$ cat src/design/nco_pkg.sv
/* Oscillator widths. Phase sent to the table is the top PHASE_W bits of
   the accumulator, and the table covers one quadrant only */
`default_nettype none

package nco_pkg;

    //--------------------------------------------------------------------------
    // Phase accumulator
    //--------------------------------------------------------------------------
    localparam int ACC_W   = 24;                   // Accumulator width
    localparam int PHASE_W = 12;                   // Phase bits into the ROM

    typedef logic [ACC_W-1:0]          freq_t;     // Unsigned phase step
    typedef logic [PHASE_W-1:0]        phase_t;    // Full turn is 2**PHASE_W
    typedef logic signed [PHASE_W-1:0] trig_t;     // Sine or cosine word

    //--------------------------------------------------------------------------
    // Quarter-wave table
    //--------------------------------------------------------------------------
    localparam int LUT_AW    = PHASE_W - 2;        // Entries per quadrant, log2
    localparam int LUT_FW    = PHASE_W - 1;        // Magnitude bits, no sign
    localparam int TRIG_FULL = 2**LUT_FW - 1;      // Largest magnitude, 2047

endpackage : nco_pkg

`default_nettype wire

$ cat src/design/dsp_pkg.sv
/* Sample and mixer result widths for the complex datapath.
   PROD_W takes the trig width from nco_pkg, so nco_pkg must compile first */
`default_nettype none

package dsp_pkg;

    //--------------------------------------------------------------------------
    // Complex input sample
    //--------------------------------------------------------------------------
    localparam int SAMPLE_W = 12;                        // Bits per I or Q word

    typedef logic signed [SAMPLE_W-1:0] sample_t;        // One I or Q sample

    //--------------------------------------------------------------------------
    // Multiplier and adder results
    //--------------------------------------------------------------------------
    // Full precision product of a sample and a trig value
    localparam int PROD_W = SAMPLE_W + $bits(nco_pkg::trig_t);

    // One extra bit so the sum of two products never wraps
    localparam int OUT_W = PROD_W + 1;

    typedef logic signed [OUT_W-1:0] out_t;              // One I or Q result

endpackage : dsp_pkg

`default_nettype wire

$ cat src/design/mix_stage_if.sv
/* Aligned sample plus trig pair that feed the complex multiplier.
   Plain bundle with no handshake; every stage advances on the shared en */
`timescale 1ns/10ps
`default_nettype none

interface mix_stage_if;

    // Delayed complex sample
    dsp_pkg::sample_t samp_i;                      // In-phase part
    dsp_pkg::sample_t samp_q;                      // Quadrature part

    // Oscillator output for the same phase
    nco_pkg::trig_t   sin_val;
    nco_pkg::trig_t   cos_val;

    //--------------------------------------------------------------------------
    // Views for each block
    //--------------------------------------------------------------------------
    modport osc (                                  // Oscillator side
        output sin_val,
        output cos_val
    );

    modport align (                                // Sample delay line side
        output samp_i,
        output samp_q
    );

    modport mix (                                  // Multiplier reads all
        input  samp_i,
        input  samp_q,
        input  sin_val,
        input  cos_val
    );

endinterface : mix_stage_if

`default_nettype wire

$ cat src/design/sample_align.sv
/* Two-deep delay of the complex sample, equal to the table latency,
   so each sample meets the trig pair of its own phase */
`timescale 1ns/10ps
`default_nettype none

module sample_align (
    input  logic             reset,
    input  logic             clk,
    input  logic             en,                   // Clock enable
    input  dsp_pkg::sample_t in_i,
    input  dsp_pkg::sample_t in_q,
    mix_stage_if.align       aligned               // Delayed sample out
);

    // Matches argument fold stage
    dsp_pkg::sample_t s1_i;
    dsp_pkg::sample_t s1_q;
    // Matches table output stage
    dsp_pkg::sample_t s2_i;
    dsp_pkg::sample_t s2_q;

    //--------------------------------------------------------------------------
    // Delay line
    //--------------------------------------------------------------------------
    always_ff @(posedge clk or posedge reset) begin
        if (reset) begin
            s1_i <= '0;
            s1_q <= '0;
            s2_i <= '0;
            s2_q <= '0;
        end else if (en) begin
            s1_i <= in_i;                          // Captured with its phase
            s1_q <= in_q;
            s2_i <= s1_i;                          // Lines up with sin/cos
            s2_q <= s1_q;
        end
    end

    assign aligned.samp_i = s2_i;
    assign aligned.samp_q = s2_q;

endmodule : sample_align

`default_nettype wire

$ cat src/flat_wrapper.sv
// flat-port wrapper written by rule: the top's interface ports become plain ports
module sample_align_flat 
  (reset, clk, en, in_i, in_q, aligned_samp_i, aligned_samp_q);
  mix_stage_if aligned_i ();
  input  logic reset;
  input  logic clk;
  input  logic en;
  input  dsp_pkg::sample_t in_i;
  input  dsp_pkg::sample_t in_q;
  output wire logic [$bits(aligned_i.samp_i)-1:0] aligned_samp_i;
  output wire logic [$bits(aligned_i.samp_q)-1:0] aligned_samp_q;
  assign aligned_samp_i = aligned_i.samp_i;
  assign aligned_samp_q = aligned_i.samp_q;
  sample_align u_core (.reset(reset), .clk(clk), .en(en), .in_i(in_i), .in_q(in_q), .aligned(aligned_i));
endmodule
$ cat config.mk
export PLATFORM = sky130hd
export DESIGN_NAME = sample_align_flat
export DESIGN_NICKNAME = d
export VERILOG_FILES = /design/src/design/nco_pkg.sv /design/src/design/dsp_pkg.sv /design/src/design/mix_stage_if.sv /design/src/design/sample_align.sv /design/src/flat_wrapper.sv
export SDC_FILE = /design/constraint.sdc
export NUM_CORES = 1
export LEC_CHECK = 0
export ABC_CLOCK_PERIOD_IN_PS = 1400
export BUFFER_PORTS_ARGS = -buffer_cell sky130_fd_sc_hd__buf_4
export CAP_MARGIN = 20
export CORE_MARGIN = 2
export CORE_UTILIZATION = 30
export CTS_CLUSTER_SIZE = 16
export DETAILED_ROUTE_END_ITERATION = 12
export GPL_TIMING_DRIVEN = 0
export SETUP_SLACK_MARGIN = 0.15
export SLEW_MARGIN = 20
export SYNTH_ARGS = -nofsm -noshare
export SYNTH_HDL_FRONTEND = slang
export SYNTH_SLANG_ARGS = --single-unit
$ cat constraint.sdc
create_clock -name clk -period 1.4 [get_ports clk]
set_input_delay 0.07 -clock clk [delete_from_list [all_inputs] [get_ports clk]]
set_output_delay 0.07 -clock clk [all_outputs]
set_load 0.01 [all_outputs]
==> impl_metrics.tcl <==
set metrics [dict create \
    synth_cell_types 6 \
    dpl_cell_area_um2 2346 \
    period_needed_ns 0.9161 \
    r2r_end "u_core.aligned.samp_i[5]" \
    cts_buffers 5 \
    holdCritPathClass "in -> reg" \
    routed_wl_mm 3.654 \
    crit_chain "buf_4" \
    cts_hold_buffers 8 \
    regArea_um2 1201 \
    start_util_pct 31.30 \
    ant_nets 0 \
    rrSetupSlack_ns 0.61 \
    dr.pass1.iters 2 \
    cts_max_level 2 \
    status "finished, final reports clean" \
    dieArea_um2 6861 \
    critPathRequiredTime_ns 1.33 \
    layout_setup_ws_ns 0.4839 \
    synth_cells 102 \
    p_sw_mw 0.7307 \
    whs_endpoint "u_core.s1_q[3]" \
    design_area_um2 2534 \
    rows 28 \
    hold_violations 0 \
    pwr-share-clk_pct 25.1 \
    drt-initial-drc-count 15 \
    fp.dieH_um 82.83 \
    hold_depth 2 \
    fin_crit_sh_pct 65.44 \
    crit_path_max_incr_delay_ns 0.41 \
    ff2ff_path_depth 1 \
    clock.fmax_mhz 1092 \
    via_count 1076 \
    swShare_pct 24.16 \
    post-dp-hpwl_mm 2.592 \
    start_kind "register" \
    setup.worst_path.end_class "output pin" \
    final_nets 197 \
    clk_latency_ns 0.29 \
    cp_max_fo 2 \
    syn2layout_area_growth_pct 35.91 \
    yosysWarnings 0 \
    cp_top_family "flip-flops" \
    cts_buffer_depth 2 \
    ctsRootBufferMaster "clkbuf_8" \
    p_per_area_nw_per_um2 1194 \
    grt_pass1_vias 1195 \
    worst-path-buf-inv 1 \
    routed_via_density 4.392 \
    worstSetupPathType "reg -> out" \
    path_clk_slew_ns 0.08 \
    dp_slack_ns 0.5221 \
    multi_input_area_um2 615.6 \
    power_frac_comb_pct 20.1 \
    grt_overflow 0 \
    hp-start "in_q[3]" \
    cts_tree "built" \
    wl_per_cell_um 14.91 \
    grt_usage_pct 11.45 \
    globalplace.congestion 0.7309 \
    clock_sinks 48 \
    whs_ns 0.009669 \
    intPower_mw 2.294 \
    antenna_found_initial 0 \
    p_leak_nw 1.199 \
    die_width_um 82.83 \
    syn_area_um2 1864 \
    fillCellCount 550 \
    grt_pass1_wl_mm 6.203 \
    setup_viol 0 \
    io_pins 51 \
    dp.cells 227 \
    cp_data_arrival_time_ns 0.85 \
    grt_max_degree 33 \
    syn_nets 129 \
    max-cap-violations 0 \
    crit_path_top_delay_cell "dfrtp_1" \
    core_area_um2 5956 \
    ir_drop_mv 0.4094 \
    slew_viol_final 0 \
    clock_skew_ns 0.001299 \
    cts_resized 0 \
    ys_ff_latch 48 \
    regToRegStartpoint "u_core.aligned.samp_i[5]" \
    slew-limit-headroom_pct 75.15 \
    cts_setup_buffers 0 \
    layout-drive-gt1-share_pct 64.71 \
    portBuffers 49 \
    worst_slew_pin_slew_ns 0.3722 \
    final.setup.tns_ns 0 \
    yosysSeqAreaShare_pct 64.43 \
    rsz0062_at_grt "no" \
    p_seq_share_pct 54.8 \
    syn_avg_cell_area_um2 18.28 \
    antenna_cells 0 \
    drcViolationCount 0 \
    final_cells 245 \
]
-- metal layers --
metal	global-route usage, %	up-vias	routed length, µm
li1	-	488	-
met2	18.70	40	1756
met5	0	-	0
met3	4.573	5	251
met4	2.683	0	39
met1	14.32	543	1607
-- cells in the mapped netlist --
cell / number / area (µm²)
dfrtp_1: 48 / 1201
mux2_2: 28 / 315.3
mux2_4: 20 / 300.3
buf_6: 3 / 33.78
buf_2: 2 / 10.01
inv_1: 1 / 3.750
-- metrics by stage --
stage / utilization (%) / total power, mW
2_1_floorplan: - / 1.984
3_3_place_gp: 39.05 / 2.243
3_5_place_dp: 39.39 / 2.280
4_1_cts: 42.04 / 3.070
5_1_grt: 42.54 / 3.194
6_report: 42.54 / 3.024
-- worst max path at each step --
stage                             startpoint                        to  slack, ns  depth (start not counted)
floorplan                              reset  u_core.aligned.samp_i[0]       0.19                          1
global placement                       reset  u_core.aligned.samp_i[4]      -0.31                          2
detailed placement                        en  u_core.aligned.samp_i[0]       0.52                          3
CTS                 u_core.aligned.samp_q[0]         aligned_samp_q[0]       0.46                          1
global route        u_core.aligned.samp_q[0]         aligned_samp_q[0]       0.44                          1
finish              u_core.aligned.samp_q[0]         aligned_samp_q[0]       0.48                          1
-- area by class of cell --
class	instances	share of cell area [%]
Sequential cell	48	47.41
Buffer	5	1.728
Tap cell	75	3.704
Timing Repair Buffer	61	19.65
Inverter	1	0.1481
Clock inverter	1	0.1975
Clock buffer	6	2.864
Multi-Input combinational cell	48	24.30
-- cells by family after synthesis --
logic type	Yosys count	synth area share (%)
buf+inv	6	2.550
flops	48	64.43
mux	48	33.02
-- flip-flops by register name (all words and copies together), names as in the netlist --
name                   count
u_core.aligned.samp_i     12
u_core.aligned.samp_q     12
u_core.s1_q               12
u_core.s1_i               12
-- layout by cell type (no fill, tap or decap), types with 2 or more instances in the layout --
| master | synthesis | layout |
|---|---|---|
| buf_6 | 3 | 3 |
| dfrtp_1 | 48 | 48 |
| mux2_4 | 20 | 20 |
| buf_4 | 0 | 49 |
| clkbuf_8 | 0 | 5 |
| buf_2 | 2 | 2 |
| dlygate4sd3_1 | 0 | 11 |
| mux2_2 | 28 | 28 |
-- power by group through the flow --
stage / combinational, mW / clock, mW / sequential (mW)
3_5_place_dp: 0.594 / 0 / 1.69
5_1_grt: 0.654 / 0.858 / 1.68
2_1_floorplan: 0.274 / 0 / 1.71
4_1_cts: 0.614 / 0.795 / 1.66
6_report: 0.608 / 0.758 / 1.66
3_3_place_gp: 0.572 / 0 / 1.67
No activity file was read; power rests on OpenSTA's default activity.
