==> src/design/nco_pkg.sv <==
/* Oscillator widths. Phase sent to the table is the top PHASE_W bits of
   the accumulator, and the table covers one quadrant only */
`default_nettype none

package nco_pkg;

    //--------------------------------------------------------------------------
    // Phase accumulator
    //--------------------------------------------------------------------------
    localparam int ACC_W   = 24;                   // Accumulator width
    localparam int PHASE_W = 12;                   // Phase bits into the ROM

    typedef logic [ACC_W-1:0]          freq_t;     // Unsigned phase step
    typedef logic [PHASE_W-1:0]        phase_t;    // Full turn is 2**PHASE_W
    typedef logic signed [PHASE_W-1:0] trig_t;     // Sine or cosine word

    //--------------------------------------------------------------------------
    // Quarter-wave table
    //--------------------------------------------------------------------------
    localparam int LUT_AW    = PHASE_W - 2;        // Entries per quadrant, log2
    localparam int LUT_FW    = PHASE_W - 1;        // Magnitude bits, no sign
    localparam int TRIG_FULL = 2**LUT_FW - 1;      // Largest magnitude, 2047

endpackage : nco_pkg

`default_nettype wire

==> src/design/dsp_pkg.sv <==
/* Sample and mixer result widths for the complex datapath.
   PROD_W takes the trig width from nco_pkg, so nco_pkg must compile first */
`default_nettype none

package dsp_pkg;

    //--------------------------------------------------------------------------
    // Complex input sample
    //--------------------------------------------------------------------------
    localparam int SAMPLE_W = 12;                        // Bits per I or Q word

    typedef logic signed [SAMPLE_W-1:0] sample_t;        // One I or Q sample

    //--------------------------------------------------------------------------
    // Multiplier and adder results
    //--------------------------------------------------------------------------
    // Full precision product of a sample and a trig value
    localparam int PROD_W = SAMPLE_W + $bits(nco_pkg::trig_t);

    // One extra bit so the sum of two products never wraps
    localparam int OUT_W = PROD_W + 1;

    typedef logic signed [OUT_W-1:0] out_t;              // One I or Q result

endpackage : dsp_pkg

`default_nettype wire

==> src/design/mix_stage_if.sv <==
/* Aligned sample plus trig pair that feed the complex multiplier.
   Plain bundle with no handshake; every stage advances on the shared en */
`timescale 1ns/10ps
`default_nettype none

interface mix_stage_if;

    // Delayed complex sample
    dsp_pkg::sample_t samp_i;                      // In-phase part
    dsp_pkg::sample_t samp_q;                      // Quadrature part

    // Oscillator output for the same phase
    nco_pkg::trig_t   sin_val;
    nco_pkg::trig_t   cos_val;

    //--------------------------------------------------------------------------
    // Views for each block
    //--------------------------------------------------------------------------
    modport osc (                                  // Oscillator side
        output sin_val,
        output cos_val
    );

    modport align (                                // Sample delay line side
        output samp_i,
        output samp_q
    );

    modport mix (                                  // Multiplier reads all
        input  samp_i,
        input  samp_q,
        input  sin_val,
        input  cos_val
    );

endinterface : mix_stage_if

`default_nettype wire

==> src/design/complex_mixer.sv <==
/* Rotates the sample by minus the oscillator phase at full precision.
   No rounding or saturation, results are OUT_W bits wide */
`timescale 1ns/10ps
`default_nettype none

module complex_mixer (
    input  logic          reset,
    input  logic          clk,
    input  logic          en,                      // Clock enable
    mix_stage_if.mix      operands,                // Sample and trig pair
    output dsp_pkg::out_t out_i,                   // I*cos + Q*sin
    output dsp_pkg::out_t out_q                    // Q*cos - I*sin
);

    // Stage 1 products
    logic signed [dsp_pkg::PROD_W-1:0] ic_reg;     // I * cos
    logic signed [dsp_pkg::PROD_W-1:0] qs_reg;     // Q * sin
    logic signed [dsp_pkg::PROD_W-1:0] qc_reg;     // Q * cos
    logic signed [dsp_pkg::PROD_W-1:0] is_reg;     // I * sin

    //--------------------------------------------------------------------------
    // Stage 1, four signed products
    //--------------------------------------------------------------------------
    always_ff @(posedge clk or posedge reset) begin
        if (reset) begin
            ic_reg <= '0;
            qs_reg <= '0;
            qc_reg <= '0;
            is_reg <= '0;
        end else if (en) begin
            // Both operands signed, so signed multiply
            ic_reg <= operands.samp_i * operands.cos_val;
            qs_reg <= operands.samp_q * operands.sin_val;
            qc_reg <= operands.samp_q * operands.cos_val;
            is_reg <= operands.samp_i * operands.sin_val;
        end
    end

    //--------------------------------------------------------------------------
    // Stage 2, multiply by cos - j*sin
    //--------------------------------------------------------------------------
    always_ff @(posedge clk or posedge reset) begin
        if (reset) begin
            out_i <= '0;
            out_q <= '0;
        end else if (en) begin
            // Sign-extend before the add, one guard bit
            out_i <= dsp_pkg::out_t'(ic_reg) + dsp_pkg::out_t'(qs_reg);
            out_q <= dsp_pkg::out_t'(qc_reg) - dsp_pkg::out_t'(is_reg);
        end
    end

endmodule : complex_mixer

`default_nettype wire

==> src/flat_wrapper.sv <==
// flat-port wrapper written by rule: the top's interface ports become plain ports
module complex_mixer_flat 
  (reset, clk, en, out_i, out_q, operands_samp_i, operands_samp_q, operands_sin_val, operands_cos_val);
  mix_stage_if operands_i ();
  input  logic reset;
  input  logic clk;
  input  logic en;
  output dsp_pkg::out_t out_i;
  output dsp_pkg::out_t out_q;
  input wire logic [$bits(operands_i.samp_i)-1:0] operands_samp_i;
  input wire logic [$bits(operands_i.samp_q)-1:0] operands_samp_q;
  input wire logic [$bits(operands_i.sin_val)-1:0] operands_sin_val;
  input wire logic [$bits(operands_i.cos_val)-1:0] operands_cos_val;
  assign operands_i.samp_i = operands_samp_i;
  assign operands_i.samp_q = operands_samp_q;
  assign operands_i.sin_val = operands_sin_val;
  assign operands_i.cos_val = operands_cos_val;
  complex_mixer u_core (.reset(reset), .clk(clk), .en(en), .operands(operands_i), .out_i(out_i), .out_q(out_q));
endmodule
==> config.mk <==
export PLATFORM = sky130hd
export DESIGN_NAME = complex_mixer_flat
export DESIGN_NICKNAME = d
export VERILOG_FILES = /design/src/design/nco_pkg.sv /design/src/design/dsp_pkg.sv /design/src/design/mix_stage_if.sv /design/src/design/complex_mixer.sv /design/src/flat_wrapper.sv
export SDC_FILE = /design/constraint.sdc
export NUM_CORES = 2
export LEC_CHECK = 0
export ABC_AREA = 1
export ABC_CLOCK_PERIOD_IN_PS = 4400
export BUFFER_PORTS_ARGS = -buffer_cell sky130_fd_sc_hd__buf_2
export CELL_PAD_IN_SITES_DETAIL_PLACEMENT = 1
export CELL_PAD_IN_SITES_GLOBAL_PLACEMENT = 2
export CORE_UTILIZATION = 35
export DETAILED_ROUTE_END_ITERATION = 12
export PLACE_DENSITY = 0.9
export SLEW_MARGIN = 15
export SYNTH_ARGS = -nofsm -noshare
export SYNTH_HDL_FRONTEND = slang
export SYNTH_SLANG_ARGS = --single-unit
==> constraint.sdc <==
create_clock -name clk -period 4.4 [get_ports clk]
set_clock_uncertainty 0.15 [all_clocks]
set_input_delay 0.22 -clock clk [delete_from_list [all_inputs] [get_ports clk]]
set_output_delay 0.22 -clock clk [all_outputs]
set_load 0.005 [all_outputs]
==> results.py <==
metrics = {
    "logic_synthesis": {
        "synth_nets": 5250,
        "netlist_instances": 4393,
        "synth.most_common_cell": "nand2_1",
        "seq_area_frac_synth_pct": 11.4,
        "syn_area_um2": 32100,
        "ys_ff_latch": 146,
        "synth.area.top_cells": "fa_1 35%, nand2_1 16%, inv_1 13%",
        "synthFlopType": "dfrtp_1",
        "yosysTopAreaCellShare_pct": 34.6,
        "synth_cell_types": 35,
        "synth_edf_count": 0,
        "synth_area_leader_cell": "fa_1",
        "ys_warn_count": 0,
        "async_flop_share_pct": 100,
        "synth.avg_cell_area_um2": 7.31,
        "synthTopCellsByCount": "1390 x nand2_1, 1126 x inv_1, 554 x fa_1, 252 x ha_1",
    },
    "critical_path": {
        "rr_startpoint": "u_core.qs_reg[0]",
        "path_buf_inv": 5,
        "crit_start": "operands_sin_val[11]",
        "max_stage_delay_ns": 0.61,
        "worstSetupEndpoint": "u_core.qs_reg[20]",
        "worst_path_most_repeated_cell": "fa_1",
        "startpoint_type": "input port",
        "cp.required_ns": 4.70,
        "cp_max_fo": 6,
        "cp.arrival_ns": 4.75,
        "cp.depth": 19,
        "r2r_end": "u_core.out_i[14]",
        "end_kind": "flop",
        "path_delay_family": "adder cells",
        "crit_type": "in -> reg",
        "r2r_setup_slack_ns": 1.97,
        "rr_worst_depth": 13,
        "crit_slowest_cell": "fa_1",
        "cp_cell_sequence": "buf_6 -> clkinvlp_4 -> buf_4 -> clkbuf_16 -> nor2_1 -> fa_1 -> fa_1 -> fa_1 -> fa_1 -> fa_1 -> ha_2 -> a21oi_1 -> buf_4 -> o21ai_0 -> a21oi_1 -> nand2_1 -> nand2_1 -> nand3_1 -> nand2_1",
    },
    "route": {
        "dr.pass1.iters": 5,
        "drc_errors": 0,
        "via_count": 29603,
        "wire_per_inst_um": 18.8,
        "vias_per_cell": 4.90,
        "initialDrtViolationCount": 1530,
        "ant_nets": 0,
        "routed_wl_um": 114000,
    },
    "timing": {
        "grt_setup_unrepaired": "yes",
        "setup_tns_ns": -0.193,
        "hold_viol": 0,
        "clock.fmax_mhz": 225,
        "tightest_slew_ns": 0.906,
        "slew_violations": 0,
        "worst_slack_ns": -0.0516,
        "min_period_ns": 4.45,
        "maxSlewHeadroom_pct": 39.6,
        "setup_violations": 6,
        "post-route-period-util_pct": 101,
    },
    "cts": {
        "clockRootBuffer": "clkbuf_16",
        "clock_sinks": 146,
        "cts.path.max_buffers": 2,
        "tritoncts": "yes",
        "numCtsBuffers": 17,
        "cts_htree_levels": 4,
        "clock_latency_ns": 0.51,
        "cts.clk_slew.worst_paths_ns": 0.07,
    },
    "placed_design": {
        "hpwl_um": 92000,
        "port_buffers": 100,
        "gp_congestion": 0.904,
    },
    "hold_path": {
        "worstHoldStart": "operands_sin_val[0]",
        "hold_depth": 4,
        "hold_path_class": "in -> reg",
    },
    "floorplanning": {
        "die_x_um": 305,
        "coreArea_um2": 90400,
        "die_h_um": 305,
        "num_rows": 110,
        "die_area_um2": 92900,
        "initial_core_util_pct": 35.5,
        "io_pins": 101,
    },
    "flow_run": {
        "drv_cap": 0,
    },
    "finish": {
        "drive_gt1_share_pct": 21.0,
        "fin_nets": 5713,
        "top_regs": "u_core.out_i x25, u_core.out_q x25",
        "n_fill_cell": 10981,
        "area_delta_synth_final_pct": 26.8,
    },
    "grt": {
        "antenna_found_initial": 2,
        "grt_pass1_vias": 32149,
        "grt_start_max_net_pins": 93,
        "grtUsageMet2_pct": 40.7,
        "grt_pass1_wl_um": 177000,
        "busiest_layer": "met2",
        "use_met1_pct": 32.1,
        "grt_util_all_layers_pct": 24.4,
        "grt-ovfl-total": 0,
        "met3_usage_pct": 3.26,
    },
    "status": {
        "violations": "negative setup slack",
        "outcome": "finished, violations left",
    },
}
## through the flow
step           hold WS (ns)  instances  worst slack [ns]  area (um^2)  util [%]
2_1_floorplan         0.224       4393           -0.0254        32600         -
3_3_place_gp          0.307       5951            -0.749        37500      41.5
3_5_place_dp          0.313       5951            -0.810        37500      41.5
4_1_cts              0.0994       6006           -0.0276        38700      42.8
5_1_grt               0.123       6045            -0.175        40700      45.0
6_report              0.120       6046           -0.0516        40700      45.0
## metal layers
layer | wire [um] | vias to the layer above
li1 | - | 13794
met5 | 8 | -
met1 | 50300 | 14999
met3 | 4870 | 182
met4 | 4370 | 2
met2 | 54300 | 626
## placed cells by master, fill, tap and decap left out, types with 13 or more instances in the layout
master     instances
a21oi_1           57
a21oi_2           33
buf_12            54
buf_2             59
buf_4            391
buf_6             43
clkbuf_16         25
dfrtp_1          146
fa_1             523
fa_2              31
ha_1             188
ha_4              58
inv_1           1062
inv_2             65
nand2_1         1309
nand2_2           69
nand2_4           21
nand3_1          170
nand3_2           29
nand3b_1          25
nand4_1           62
nor2_1           132
nor2_2            43
nor2_4            26
o21ai_0           62
o21ai_1           16
o21bai_1          13
xnor2_1           22
xor2_1            13
## worst reg2reg max path, stage by stage, from the launching register on
cell	delay (ns)
dfrtp_1	0.37
ha_1	0.24
inv_1	0.07
fa_1	0.40
inv_1	0.13
nand3_1	0.10
nand3_2	0.15
nand2_1	0.07
nand2_1	0.16
nand4_1	0.14
nand2_1	0.09
nand2_1	0.05
nand3_1	0.13
nand2_1	0.07
## kinds of logic (layout without fill, tap and decap cells)
family / after synthesis / count (layout) / synth area share [%]
and+or+nand+nor: 1922 / 1922 / 24.5
buffers and inverters: 1261 / 1737 / 14.8
adders and majority gates: 806 / 806 / 44.4
AOI/OAI and AO/OA: 219 / 219 / 3.87
DFF: 146 / 146 / 11.4
xor gates and xnor gates: 39 / 39 / 1.06
other: 0 / 1 / 0
## worst min path at each step
stage                  endpoint  slack (ns)
6_report       u_core.qs_reg[0]        0.12
5_1_grt        u_core.qs_reg[0]        0.12
4_1_cts        u_core.qc_reg[0]         0.1
3_5_place_dp   u_core.out_q[13]        0.31
3_3_place_gp    u_core.out_i[0]        0.31
2_1_floorplan  u_core.qc_reg[0]        0.22
## cell type report
cell class	count	area, um^2	area share (%)
Multi-Input combinational cell	2986	25500	62.6
Timing Repair Buffer	571	5210	12.8
Inverter	1134	4280	10.5
Sequential cell	146	3650	8.98
Tap cell	1176	1470	3.62
Clock buffer	20	447	1.10
Clock inverter	12	146	0.360
Antenna cell	1	2.50	0.00615
## what timing repair did
| action | CTS | global route |
|---|---|---|
| setup endpoints to repair | 49 | 56 |
| buffers inserted | 19 | 31 |
| pin swaps | 36 | 190 |
| hold buffers | 2 | 0 |
| hold endpoints to repair | 102 | 0 |
| gates resized for setup | 83 | 449 |
| cloned | 2 | 8 |
Power is left out: the tool's default activity adds up to more than one toggle a clock period on the data nets, which glitch-free logic cannot reach.
